**config.mk**
```make
export PLATFORM = sky130hd
export DESIGN_NAME = mem_to_cache_bridge
export DESIGN_NICKNAME = d
export VERILOG_FILES = /design/src/rtl/mem_msg_pkg.sv /design/src/rtl/cache_op_pkg.sv /design/src/rtl/cmd_to_cache_pkt.sv /design/src/rtl/resp_header_fifo.sv /design/src/rtl/tag_clear_seq.sv /design/src/rtl/mem_to_cache_bridge.sv
export SDC_FILE = /design/constraint.sdc
export NUM_CORES = 1
export LEC_CHECK = 0
export ABC_AREA = 1
export ABC_CLOCK_PERIOD_IN_PS = 7600
export BUFFER_PORTS_ARGS = -buffer_cell sky130_fd_sc_hd__buf_2
export CAP_MARGIN = 10
export CORE_AREA = 2 2 142 144
export DETAILED_ROUTE_END_ITERATION = 16
export DIE_AREA = 0 0 144 146
export PLACE_DENSITY = 0.74
export SYNTH_ARGS = -nofsm -noshare
export SYNTH_HDL_FRONTEND = slang
export SYNTH_SLANG_ARGS = --single-unit
```
**constraint.sdc**
```tcl
create_clock -name clk_i -period 7.6 [get_ports clk_i]
set_input_delay 0 -clock clk_i [delete_from_list [all_inputs] [get_ports clk_i]]
set_output_delay 0 -clock clk_i [all_outputs]
set_load 0.1 [all_outputs]
```
**src/rtl/mem_msg_pkg.sv**
```systemverilog
// ######################################
// single-beat messages only, sizes of 1 to 8 bytes
// ######################################
`default_nettype none

package mem_msg_pkg;

  typedef enum logic [0:0]
  {
    e_mem_rd = 1'b0,
    e_mem_wr = 1'b1
  } msg_type_e;

  // log2 of the transfer size in bytes
  typedef enum logic [1:0]
  {
    e_size_1 = 2'd0,
    e_size_2 = 2'd1,
    e_size_4 = 2'd2,
    e_size_8 = 2'd3
  } msg_size_e;

  typedef logic [3:0] msg_id_t;

  // spread the low 2^size bytes over one 64-bit lane
  function automatic logic [63:0] replicate_bytes(input logic [63:0] word, input msg_size_e size);
    logic [63:0] rep;
    case (size)
      e_size_1: rep = {8{word[7:0]}};
      e_size_2: rep = {4{word[15:0]}};
      e_size_4: rep = {2{word[31:0]}};
      default:  rep = word;
    endcase
    return rep;
  endfunction

endpackage

`default_nettype wire

```
**src/rtl/cache_op_pkg.sv**
```systemverilog
// ######################################
// opcode subset for single-beat B/H/W/D traffic
// ######################################
`default_nettype none

package cache_op_pkg;

  // cache operations, TAGST is only used during init
  typedef enum logic [3:0]
  {
    LB    = 4'd0,
    LH    = 4'd1,
    LW    = 4'd2,
    LD    = 4'd3,
    SB    = 4'd4,
    SH    = 4'd5,
    SW    = 4'd6,
    SD    = 4'd7,
    TAGST = 4'd8
  } cache_opcode_e;

  // 64-byte cache blocks
  localparam int block_offset_width_c = 6;

endpackage

`default_nettype wire

```
**src/rtl/cmd_to_cache_pkt.sv**
```systemverilog
// ######################################
// combinational, data_width_p a power of two >= 64
// ######################################
`timescale 1ns/1ps
`default_nettype none

module cmd_to_cache_pkt
#(
  parameter int data_width_p = 64,
  parameter int addr_width_p = 28
)
(
  input  mem_msg_pkg::msg_type_e         type_i,
  input  mem_msg_pkg::msg_size_e         size_i,
  input  logic [addr_width_p-1:0]        addr_i,
  input  logic [data_width_p-1:0]        data_i,
  output cache_op_pkg::cache_opcode_e    opcode_o,
  output logic [addr_width_p-1:0]        addr_o,
  output logic [data_width_p-1:0]        data_o
);

  import mem_msg_pkg::*;
  import cache_op_pkg::*;

  localparam int lanes_lp = data_width_p / 64;

  logic [63:0] store_lane;

  // write data is the low 2^size bytes repeated in every 64-bit lane
  assign store_lane = replicate_bytes(data_i[63:0], size_i);

  always_comb
  begin
    opcode_o = LB;
    data_o   = '0;
    if (type_i == e_mem_wr)
    begin
      data_o = {lanes_lp{store_lane}};
      case (size_i)
        e_size_1: opcode_o = SB;
        e_size_2: opcode_o = SH;
        e_size_4: opcode_o = SW;
        default:  opcode_o = SD;
      endcase
    end
    else
    begin
      // loads carry no data
      case (size_i)
        e_size_1: opcode_o = LB;
        e_size_2: opcode_o = LH;
        e_size_4: opcode_o = LW;
        default:  opcode_o = LD;
      endcase
    end
  end

  // the cache takes the byte address as is
  assign addr_o = addr_i;

endmodule

`default_nettype wire

```
**src/rtl/resp_header_fifo.sv**
```systemverilog
// ######################################
// fifo_els_p must be a power of two, at least 2
// ######################################
`timescale 1ns/1ps
`default_nettype none

module resp_header_fifo
#(
  parameter int addr_width_p = 28,
  parameter int fifo_els_p   = 4
)
(
  input  logic                       clk_i,
  input  logic                       reset_i,
  input  logic                       v_i,
  input  mem_msg_pkg::msg_type_e     type_i,
  input  mem_msg_pkg::msg_size_e     size_i,
  input  mem_msg_pkg::msg_id_t       id_i,
  input  logic [addr_width_p-1:0]    addr_i,
  output logic                       ready_o,
  output logic                       v_o,
  output mem_msg_pkg::msg_type_e     type_o,
  output mem_msg_pkg::msg_size_e     size_o,
  output mem_msg_pkg::msg_id_t       id_o,
  output logic [addr_width_p-1:0]    addr_o,
  input  logic                       yumi_i
);

  import mem_msg_pkg::*;

  localparam int lg_els_lp = $clog2(fifo_els_p);

  msg_type_e                type_mem [fifo_els_p];
  msg_size_e                size_mem [fifo_els_p];
  msg_id_t                  id_mem   [fifo_els_p];
  logic [addr_width_p-1:0]  addr_mem [fifo_els_p];

  // extra msb tells full from empty when the indices match
  logic [lg_els_lp:0] wr_ptr_r;
  logic [lg_els_lp:0] rd_ptr_r;
  logic               push;
  logic               pop;

  assign v_o     = (wr_ptr_r != rd_ptr_r);
  assign ready_o = (wr_ptr_r != {~rd_ptr_r[lg_els_lp], rd_ptr_r[lg_els_lp-1:0]});
  assign push    = v_i & ready_o;
  assign pop     = yumi_i;

  always_ff @(posedge clk_i)
  begin
    if (reset_i)
    begin
      wr_ptr_r <= '0;
      rd_ptr_r <= '0;
    end
    else
    begin
      if (push)
        wr_ptr_r <= wr_ptr_r + 1'b1;
      if (pop)
        rd_ptr_r <= rd_ptr_r + 1'b1;
    end
  end

  always_ff @(posedge clk_i)
  begin
    if (push)
    begin
      type_mem[wr_ptr_r[lg_els_lp-1:0]] <= type_i;
      size_mem[wr_ptr_r[lg_els_lp-1:0]] <= size_i;
      id_mem[wr_ptr_r[lg_els_lp-1:0]]   <= id_i;
      addr_mem[wr_ptr_r[lg_els_lp-1:0]] <= addr_i;
    end
  end

  // oldest header, read straight from storage
  assign type_o = type_mem[rd_ptr_r[lg_els_lp-1:0]];
  assign size_o = size_mem[rd_ptr_r[lg_els_lp-1:0]];
  assign id_o   = id_mem[rd_ptr_r[lg_els_lp-1:0]];
  assign addr_o = addr_mem[rd_ptr_r[lg_els_lp-1:0]];

endmodule

`default_nettype wire

```
**src/rtl/tag_clear_seq.sv**
```systemverilog
// ######################################
// one TAGST per line, one reply expected per packet
// ######################################
`timescale 1ns/1ps
`default_nettype none

module tag_clear_seq
#(
  parameter int addr_width_p = 28,
  parameter int sets_p       = 8,
  parameter int assoc_p      = 2
)
(
  input  logic                      clk_i,
  input  logic                      reset_i,
  output logic                      pkt_v_o,
  output logic [addr_width_p-1:0]   pkt_addr_o,
  input  logic                      pkt_ready_i,
  input  logic                      data_v_i,
  output logic                      data_yumi_o,
  output logic                      done_o
);

  import cache_op_pkg::*;

  localparam int lines_lp     = sets_p * assoc_p;
  localparam int cnt_width_lp = $clog2(lines_lp + 1);
  localparam logic [cnt_width_lp-1:0] lines_cnt_lp = lines_lp[cnt_width_lp-1:0];

  typedef enum logic [1:0] {e_reset, e_clear, e_ready} state_e;

  state_e                  state_r;
  state_e                  state_n;
  logic [cnt_width_lp-1:0] sent_r;
  logic [cnt_width_lp-1:0] sent_n;
  logic [cnt_width_lp-1:0] recv_r;
  logic [cnt_width_lp-1:0] recv_n;

  // line index goes straight into the set/way bits above the block offset
  assign pkt_addr_o = addr_width_p'(sent_r) << block_offset_width_c;
  assign done_o     = (state_r == e_ready);

  always_comb
  begin
    state_n     = state_r;
    sent_n      = sent_r;
    recv_n      = recv_r;
    pkt_v_o     = 1'b0;
    data_yumi_o = 1'b0;
    case (state_r)
      e_reset:
        state_n = e_clear;
      e_clear:
      begin
        pkt_v_o     = (sent_r != lines_cnt_lp);
        // every reply during init is a TAGST ack, just count it
        data_yumi_o = data_v_i;
        if (pkt_v_o && pkt_ready_i)
          sent_n = sent_r + 1'b1;
        if (data_yumi_o)
          recv_n = recv_r + 1'b1;
        if ((sent_n == lines_cnt_lp) && (recv_n == lines_cnt_lp))
          state_n = e_ready;
      end
      default:
        state_n = e_ready;
    endcase
  end

  always_ff @(posedge clk_i)
  begin
    if (reset_i)
    begin
      state_r <= e_reset;
      sent_r  <= '0;
      recv_r  <= '0;
    end
    else
    begin
      state_r <= state_n;
      sent_r  <= sent_n;
      recv_r  <= recv_n;
    end
  end

endmodule

`default_nettype wire

```
**src/rtl/mem_to_cache_bridge.sv**
```systemverilog
// ######################################
// single bank, single-beat commands, in-order cache
// no command is taken until all TAGST replies are back
// ######################################
`timescale 1ns/1ps
`default_nettype none

module mem_to_cache_bridge
#(
  parameter int data_width_p = 64,
  parameter int addr_width_p = 28,
  parameter int sets_p       = 8,
  parameter int assoc_p      = 2,
  parameter int fifo_els_p   = 4
)
(
  input  logic                          clk_i,
  input  logic                          reset_i,
  input  logic                          cmd_v_i,
  input  mem_msg_pkg::msg_type_e        cmd_type_i,
  input  mem_msg_pkg::msg_size_e        cmd_size_i,
  input  mem_msg_pkg::msg_id_t          cmd_id_i,
  input  logic [addr_width_p-1:0]       cmd_addr_i,
  input  logic [data_width_p-1:0]       cmd_data_i,
  output logic                          cmd_ready_o,
  output logic                          cache_pkt_v_o,
  output cache_op_pkg::cache_opcode_e   cache_opcode_o,
  output logic [addr_width_p-1:0]       cache_addr_o,
  output logic [data_width_p-1:0]       cache_data_o,
  input  logic                          cache_pkt_ready_i,
  input  logic                          cache_data_v_i,
  input  logic [data_width_p-1:0]       cache_data_i,
  output logic                          cache_data_yumi_o,
  output logic                          resp_v_o,
  output mem_msg_pkg::msg_type_e        resp_type_o,
  output mem_msg_pkg::msg_size_e        resp_size_o,
  output mem_msg_pkg::msg_id_t          resp_id_o,
  output logic [addr_width_p-1:0]       resp_addr_o,
  output logic [data_width_p-1:0]       resp_data_o,
  input  logic                          resp_ready_i
);

  import mem_msg_pkg::*;
  import cache_op_pkg::*;

  if ((data_width_p < 64) || ((data_width_p & (data_width_p - 1)) != 0))
  begin : g_width_check
    $error("data_width_p must be a power of two of at least 64");
  end

  logic                     init_done;
  logic                     init_pkt_v;
  logic [addr_width_p-1:0]  init_addr;
  logic                     init_yumi;
  cache_opcode_e            dec_opcode;
  logic [addr_width_p-1:0]  dec_addr;
  logic [data_width_p-1:0]  dec_data;
  logic                     fifo_ready;
  logic                     fifo_v;
  logic [63:0]              resp_lane;

  tag_clear_seq #(
    .addr_width_p (addr_width_p),
    .sets_p       (sets_p),
    .assoc_p      (assoc_p)
  ) u_tag_clear (
    .clk_i       (clk_i),
    .reset_i     (reset_i),
    .pkt_v_o     (init_pkt_v),
    .pkt_addr_o  (init_addr),
    .pkt_ready_i (cache_pkt_ready_i),
    .data_v_i    (cache_data_v_i),
    .data_yumi_o (init_yumi),
    .done_o      (init_done)
  );

  cmd_to_cache_pkt #(
    .data_width_p (data_width_p),
    .addr_width_p (addr_width_p)
  ) u_decode (
    .type_i   (cmd_type_i),
    .size_i   (cmd_size_i),
    .addr_i   (cmd_addr_i),
    .data_i   (cmd_data_i),
    .opcode_o (dec_opcode),
    .addr_o   (dec_addr),
    .data_o   (dec_data)
  );

  // header is pushed on the same cycle the packet goes out
  resp_header_fifo #(
    .addr_width_p (addr_width_p),
    .fifo_els_p   (fifo_els_p)
  ) u_hdr_fifo (
    .clk_i   (clk_i),
    .reset_i (reset_i),
    .v_i     (cmd_v_i & cmd_ready_o),
    .type_i  (cmd_type_i),
    .size_i  (cmd_size_i),
    .id_i    (cmd_id_i),
    .addr_i  (cmd_addr_i),
    .ready_o (fifo_ready),
    .v_o     (fifo_v),
    .type_o  (resp_type_o),
    .size_o  (resp_size_o),
    .id_o    (resp_id_o),
    .addr_o  (resp_addr_o),
    .yumi_i  (resp_v_o & resp_ready_i)
  );

  always_comb
  begin
    if (!init_done)
    begin
      // tag clearing owns both cache channels
      cache_pkt_v_o     = init_pkt_v;
      cache_opcode_o    = TAGST;
      cache_addr_o      = init_addr;
      cache_data_o      = '0;
      cmd_ready_o       = 1'b0;
      resp_v_o          = 1'b0;
      cache_data_yumi_o = init_yumi;
    end
    else
    begin
      cache_pkt_v_o     = cmd_v_i & fifo_ready;
      cache_opcode_o    = dec_opcode;
      cache_addr_o      = dec_addr;
      cache_data_o      = dec_data;
      cmd_ready_o       = fifo_ready & cache_pkt_ready_i;
      resp_v_o          = fifo_v & cache_data_v_i;
      cache_data_yumi_o = resp_v_o & resp_ready_i;
    end
  end

  // load data sits at the lsb of the cache word
  assign resp_lane   = replicate_bytes(cache_data_i[63:0], resp_size_o);
  assign resp_data_o = {(data_width_p / 64){resp_lane}};

endmodule

`default_nettype wire

```
==> results of run 1 <==
final cells by class:
| cell class | count | area [um^2] |
|---|---|---|
| Antenna cell | 4 | 10.01 |
| Clock buffer | 18 | 429.2 |
| Clock inverter | 13 | 187.7 |
| Fill cell | 1704 | 8008 |
| Inverter | 93 | 351.6 |
| Multi-Input combinational cell | 654 | 3144 |
| Sequential cell | 160 | 4606 |
| Tap cell | 265 | 331.6 |
| Timing Repair Buffer | 411 | 2267 |
Yosys cell counts, types with 10 or more instances:
cell type	instances	area [um^2]
nor2_1	186	698.2
buf_4	12	90.09
edfxtp_1	140	4204
nand2_1	193	724.4
clkbuf_1	22	82.58
o21ai_0	97	485.5
nand3_1	10	50.05
buf_2	18	90.09
o211ai_1	14	105.1
o22ai_1	41	256.5
a21oi_1	38	190.2
dfxtp_1	20	400.4
nand4_1	14	87.58
a31oi_1	14	87.58
inv_1	86	322.8
layout by cell type, fill, tap and decap left out:
cell type and n:
edfxtp_1 140, a31oi_1 14, nor2_8 1, clkinv_2 3, dfxtp_2 1, nor2_2 2, buf_2 367, o21bai_1 1
xor2_1 7, clkbuf_1 1, dlygate4sd3_1 40, o21ai_1 7, diode_2 4, bufinv_16 4, nand3b_1 2, clkinv_4 4
nand3_2 3, nand2_4 4, o221ai_1 8, buf_4 4, inv_6 2, nand2_1 193, o22ai_1 41, dfxtp_1 19
inv_4 1, o21ai_0 97, nor2_1 182, nor2_4 5, nand3_1 10, inv_2 6, nand2_2 2, clkbuf_16 17
o211ai_1 14, inv_1 86, ha_1 8, a21oi_1 38, xnor2_1 1, nand4_1 14
state kept, by name (all words and copies together), names as in the netlist, named ones only:
name / count
u_tag_clear.recv_r: 5
u_hdr_fifo.rd_ptr_r: 3
u_hdr_fifo.type_mem: 4
u_hdr_fifo.wr_ptr_r: 3
u_hdr_fifo.addr_mem: 112
u_hdr_fifo.size_mem: 8
u_tag_clear.sent_r: 5
u_tag_clear.state_r: 2
u_hdr_fifo.id_mem: 16
stage by stage:
step	hold WS (ns)	setup slack [ns]	power (mW)	cell area, um^2	cells
after floorplan	0.09887	3.973	1.167	8401	965
after global placement	0.2189	4.695	1.261	10300	1543
after detailed placement	0.2209	4.587	1.263	10300	1543
after CTS	0.008386	4.201	2.155	11320	1614
after global routing	0.01877	3.911	2.208	11330	1618
final	0.03291	4.197	2.152	11330	1618
logic make-up after synthesis:
group                      synth area share, %
adders and majority gates                1.192
DFF                                      54.81
and+or+nand+nor                          20.32
buffers and inverters                    8.117
AOI/OAI and AO/OA                        14.73
xor gates and xnor gates                0.8341
power by group through the flow:
stage          Clock, mW  Sequential (mW)  Combinational, mW
4_1_cts            0.894            0.963              0.297
5_1_grt            0.927            0.964              0.317
3_3_place_gp           0            0.982              0.280
6_report           0.888            0.963              0.301
2_1_floorplan          0            0.980              0.186
3_5_place_dp           0            0.982              0.281
how the worst max path moves through the flow:
stage | from | slack (ns) | endpoint
final | flip-flop | 4.20 | resp_data_o[60]
after global routing | flip-flop | 3.91 | resp_data_o[60]
after CTS | flip-flop | 4.20 | resp_data_o[60]
after detailed placement | u_tag_clear.state_r[1] | 4.59 | u_hdr_fifo.id_mem[2][3]
after global placement | u_tag_clear.state_r[1] | 4.70 | u_hdr_fifo.addr_mem[2][25]
after floorplan | u_hdr_fifo.wr_ptr_r[0] | 3.97 | u_hdr_fifo.addr_mem[0][0]
worst max-delay path: cells and delay by family (launching register included):
family	cells	cell delay [ns]
compound gates	1	0.07
flops	1	0.58
buf+inv	3	1.30
simple gates	6	0.99
routing by layer:
metal	wire, um	vias up	share of wire [%]	GRT usage (%)
met1	12240	3910	38	35.45
met5	42	-	0.13	0
met2	14620	403	46	44.81
met3	4008	49	13	13.39
li1	-	4028	-	-
met4	1011	6	3.2	11.57
==> results.sh, run 1 <==
export IMPL_run_status="complete, no violations"
export IMPL_rsz0062_at_grt="no"
export IMPL_drv_slew=0
export IMPL_cp_required_ns=7.60
export IMPL_critPathArrivalTime_ns=3.40
export IMPL_htree_levels=4
export IMPL_crit_chain="buf_4 -> nand2_1 -> nand3_2 -> nand2_4 -> nor2_8 -> inv_2 -> nand2_1 -> o21ai_1 -> nand2_1 -> buf_2"
export IMPL_clock_power_share_pct=41.2
export IMPL_cts_setup_buffers=0
export IMPL_rows=51
export IMPL_seqPwrFrac_pct=44.8
export IMPL_clockBufferDepth=2
export IMPL_synth_ff_type="edfxtp_1"
export IMPL_grt_overflow=0
export IMPL_post_cts_resized=0
export IMPL_holdCritStartpoint="cmd_size_i[1]"
export IMPL_slowest_delay_ns=0.58
export IMPL_worst_setup_path_end_kind="output port"
export IMPL_wirelength_mm=31.92
export IMPL_max_freq_mhz=293.8
export IMPL_cap_violations=0
export IMPL_cts_clk_slew_worst_paths_ns=0.06
export IMPL_p_int_mw=1.586
export IMPL_die_x_um=144
export IMPL_reg2reg_slack_ns=4.58
export IMPL_crit_slowest_cell="dfxtp_2"
export IMPL_numCtsBuffers=17
export IMPL_slew_headroom_pct=23.16
export IMPL_vias=8396
export IMPL_initial_core_util_pct=43.45
export IMPL_p_comb_share_pct=14.0
export IMPL_num_io_pins=368
export IMPL_cts_tree="yes"
export IMPL_root_buffer="clkbuf_16"
export IMPL_synth_edff_count=140
export IMPL_min_delay_path_depth=1
export IMPL_drc_errors=0
export IMPL_syn_area_per_cell_um2=8.705
export IMPL_groute_usage_overall_pct=29.10
export IMPL_antenna_found_initial=7
export IMPL_syn_num_nets=1142
export IMPL_dp_hpwl_mm=23.08
export IMPL_tightest_slew_ns=1.150
export IMPL_ir_drop_v=0.0002014
export IMPL_synthesis_area_um2=8401
export IMPL_netlist_instances=965
export IMPL_crit_fanout=49
export IMPL_worstRegToRegCells=8
export IMPL_async_flop_share_pct=0
export IMPL_final_period_utilization_pct=44.78
export IMPL_ys_warnings_count=0
export IMPL_fin_tns_setup_ns=0
export IMPL_r2r_end="u_hdr_fifo.addr_mem[1][19]"
export IMPL_cts_hold_buf=40
export IMPL_switching_power_mw=0.5662
export IMPL_grt_pass1_vias=7560
export IMPL_swShare_pct=26.31
export IMPL_vias_per_cell=5.189
export IMPL_core_um2=19330
export IMPL_area_growth_pct=34.84
export IMPL_period_needed_ns=3.403
export IMPL_numPortBuffers=367
export IMPL_min_path_type="input pin to flip-flop"
export IMPL_critPathLaunchType="flip-flop"
export IMPL_drive_gt1_share_pct=31.58
export IMPL_place_congestion=0.9783
export IMPL_layout_nets=1514
export IMPL_synth_seq_cells=160
export IMPL_skew_ns=0.009489
export IMPL_hold_path_end="u_hdr_fifo.size_mem[3][1]"
export IMPL_insertion_delay_ns=0.42
export IMPL_yosysUniqueCellTypes=31
export IMPL_dieArea_um2=21020
export IMPL_p_leak_nw=5.416
export IMPL_firstDrtPassIters=5
export IMPL_reg2reg_from="u_tag_clear.state_r[1]"
export IMPL_grt_pass1_wl_mm=45.22
export IMPL_die_height_um=146
export IMPL_grt_max_degree=71
export IMPL_worstSetupPathType="flip-flop to output port"
export IMPL_setup_viol=0
export IMPL_yosysSeqAreaShare_pct=54.81
export IMPL_ant_nets=0
export IMPL_wl_per_cell_um=19.73
export IMPL_critPathMostFrequentCell="nand2_1"
export IMPL_clock_sinks=160
export IMPL_drtIter0Drc=602
export IMPL_power_density_nw_per_um2=190.0
export IMPL_fin_util_pct=58.58
export IMPL_hold_viol_final=0
No activity file was read; power rests on OpenSTA's default activity.
==> run 2: changes to the inputs <==
ABC_CLOCK_PERIOD_IN_PS = 3200   (was 7600)
CORE_AREA = 2 2 144 146   (was 2 2 142 144)
DIE_AREA = 0 0 146 148   (was 0 0 144 146)
PLACE_DENSITY = 0.72   (was 0.74)
clock period = 3.2 ns   (was 7.6 ns; I/O delays follow)
==> run 2 against run 1 <==
Routed wire length grew 0.66%. Highest routed layer unchanged. Non-clock buffer count up 8. Sequential share of layout area shrank 2.6 points. Sequential power rose by 140%. Global-route usage down 0.53 points. Largest cell class unchanged. Clock skew down 0.0018 ns. Critical endpoint is now resp_data_o[52].
==> results.sh, run 2 (synthesis gave the netlist of run 1 again) <==
export IMPL_run_status="complete, no violations"
export IMPL_worst_setup_path_end_kind="output port"
export IMPL_core_um2=20040
export IMPL_setup_ws_ns=0.4040
export IMPL_busiest_layer="met2"
export IMPL_crit_chain="inv_4 -> nand2_1 -> nand3_2 -> nand2_4 -> nor2_8 -> inv_4 -> nor2_1 -> a31oi_2 -> buf_12"
export IMPL_reg2reg_from="u_hdr_fifo.wr_ptr_r[1]"
export IMPL_whs_ns=0.03212
export IMPL_slowest_delay_ns=0.56
export IMPL_power_density_nw_per_um2=411.8
export IMPL_grt_use_met1_pct=36.65
export IMPL_numPortBuffers=367
export IMPL_place_area_um2=11110
export IMPL_critPathLaunchType="flip-flop"
export IMPL_fillers=1734
export IMPL_cts_clk_slew_worst_paths_ns=0.06
export IMPL_grt_max_degree=53
export IMPL_drv_slew=0
export IMPL_numCtsBuffers=17
export IMPL_die_height_um=148
export IMPL_rsz0062_at_grt="no"
export IMPL_critPathArrivalTime_ns=2.80
export IMPL_initial_core_util_pct=41.92
export IMPL_min_path_type="input pin to flip-flop"
export IMPL_min_delay_path_depth=1
export IMPL_setup_viol=0
export IMPL_htree_levels=4
export IMPL_multi_input_area_um2=3163
export IMPL_hold_viol_final=0
export IMPL_die_x_um=146
export IMPL_groute_usage_overall_pct=28.57
export IMPL_critPathTopFamily="buffers and inverters"
export IMPL_drc_errors=0
export IMPL_rows=52
export IMPL_tightest_slew_ns=0.6961
export IMPL_drtIter0Drc=685
export IMPL_ant_nets=0
export IMPL_max_freq_mhz=357.6
export IMPL_place_ws_ns=0.6125
export IMPL_power_mw=4.980
export IMPL_reg2reg_slack_ns=0.88
export IMPL_insertion_delay_ns=0.41
export IMPL_layout_nets=1522
export IMPL_wirelength_mm=32.13
export IMPL_p_leak_nw=5.684
export IMPL_cp_required_ns=3.20
export IMPL_r2r_end="u_hdr_fifo.size_mem[1][0]"
export IMPL_design_area_um2=12090
export IMPL_grt_pass1_wl_mm=46.23
export IMPL_slew_headroom_pct=53.54
export IMPL_area_growth_pct=43.94
export IMPL_largest_register_ffs=112
export IMPL_holdCritStartpoint="cmd_size_i[1]"
export IMPL_vias_per_cell=5.225
export IMPL_num_io_pins=368
export IMPL_root_buffer="clkbuf_16"
export IMPL_dp_cells=1556
export IMPL_vias=8511
export IMPL_cts_setup_buffers=0
export IMPL_dp_hpwl_mm=24.09
export IMPL_critPathMostFrequentCell="inv_4"
export IMPL_critPathBufInv=3
export IMPL_seqCellArea_um2=4606
export IMPL_final_period_utilization_pct=87.38
export IMPL_cts_tree="yes"
export IMPL_skew_ns=0.007681
export IMPL_mostFrequentLayoutCells="buf_2 (318), nand2_1 (193), nor2_1 (182)"
export IMPL_use_met2_pct=44.39
export IMPL_grtUsageMet3_pct=11.45
export IMPL_worstSetupPathType="flip-flop to output port"
export IMPL_cap_violations=0
export IMPL_clockBufferDepth=2
export IMPL_place_congestion=0.9471
export IMPL_period_needed_ns=2.796
export IMPL_firstDrtPassIters=5
export IMPL_dieArea_um2=21610
export IMPL_grt_overflow=0
export IMPL_hold_path_end="u_hdr_fifo.size_mem[3][1]"
export IMPL_antenna_found_initial=5
export IMPL_layout_commonest_cell="buf_2"
export IMPL_worstRegToRegCells=8
export IMPL_finish_cell_count_without_fillers=1629
export IMPL_drive_gt1_share_pct=31.98
export IMPL_ir_drop_v=0.0004302
export IMPL_crit_slowest_cell="dfxtp_2"
export IMPL_clock_sinks=160
export IMPL_wl_per_cell_um=19.73
export IMPL_crit_fanout=40
export IMPL_grt_pass1_vias=7767
==> run 2: cell types whose count changed in the layout (fill, tap and decap cells not counted), sizes merged <==
cell      delta
clkbuf       +2
bufinv       -2
clkinvlp     +1
clkinv       -1
buf          +8
diode        -2
==> run 2: worst reg2reg max path, stage by stage (launching register included) <==
cell	delay [ns]
dfxtp_1	0.42
xor2_1	0.17
nor2_1	0.08
nand2_1	0.07
nand2_1	0.05
inv_1	0.11
nand2_1	0.30
nor2_4	0.55
buf_12	0.25
==> run 2: area by class of cell <==
class                   instances  share of cell area, %
multi-input cells             654                  26.16
clock inverters                11                 0.9416
well taps                     270                  2.794
repair buffers                419                  25.43
inverters                      93                  2.928
flip-flops and latches        160                  38.09
diodes                          2                0.04139
clock buffers                  20                  3.611
==> run 2: worst max-delay path by stage <==
stage,from,end,cells past startpoint
after floorplan,u_hdr_fifo.wr_ptr_r[0],u_hdr_fifo.addr_mem[0][0],7
after global placement,flip-flop,resp_data_o[54],9
after detailed placement,flip-flop,resp_data_o[54],9
after CTS,flip-flop,resp_data_o[54],9
after global routing,flip-flop,resp_data_o[41],7
final,flip-flop,resp_data_o[52],9
==> run 2: stage by stage <==
stage	TNS [ns]	util (%)
global placement	0	55.46
finish	0	60.34
floorplan	-59.78	-
detailed placement	0	55.46
CTS	0	60.21
global route	0	60.34
==> run 2: what timing repair did <==
item	CTS	global route
hold buffers	40	0
endpoints found under the hold margin	149	0
gates resized for setup	0	5
endpoints found under the setup margin	0	3
==> run 2: report_power, final <==
part | internal, mW | switching [mW] | leakage (nW)
registers | 2.28 | 0.0119 | 1.42
clock network | 1.14 | 0.756 | 0.272
logic | 0.254 | 0.543 | 3.99
total | 3.67 | 1.31 | 5.68
==> run 2: routing by layer <==
metal  wire (um)  vias up
met1       12590     3964
met4         803        4
met5          27        -
met3        3912       43
met2       14810      463
li1            -     4037
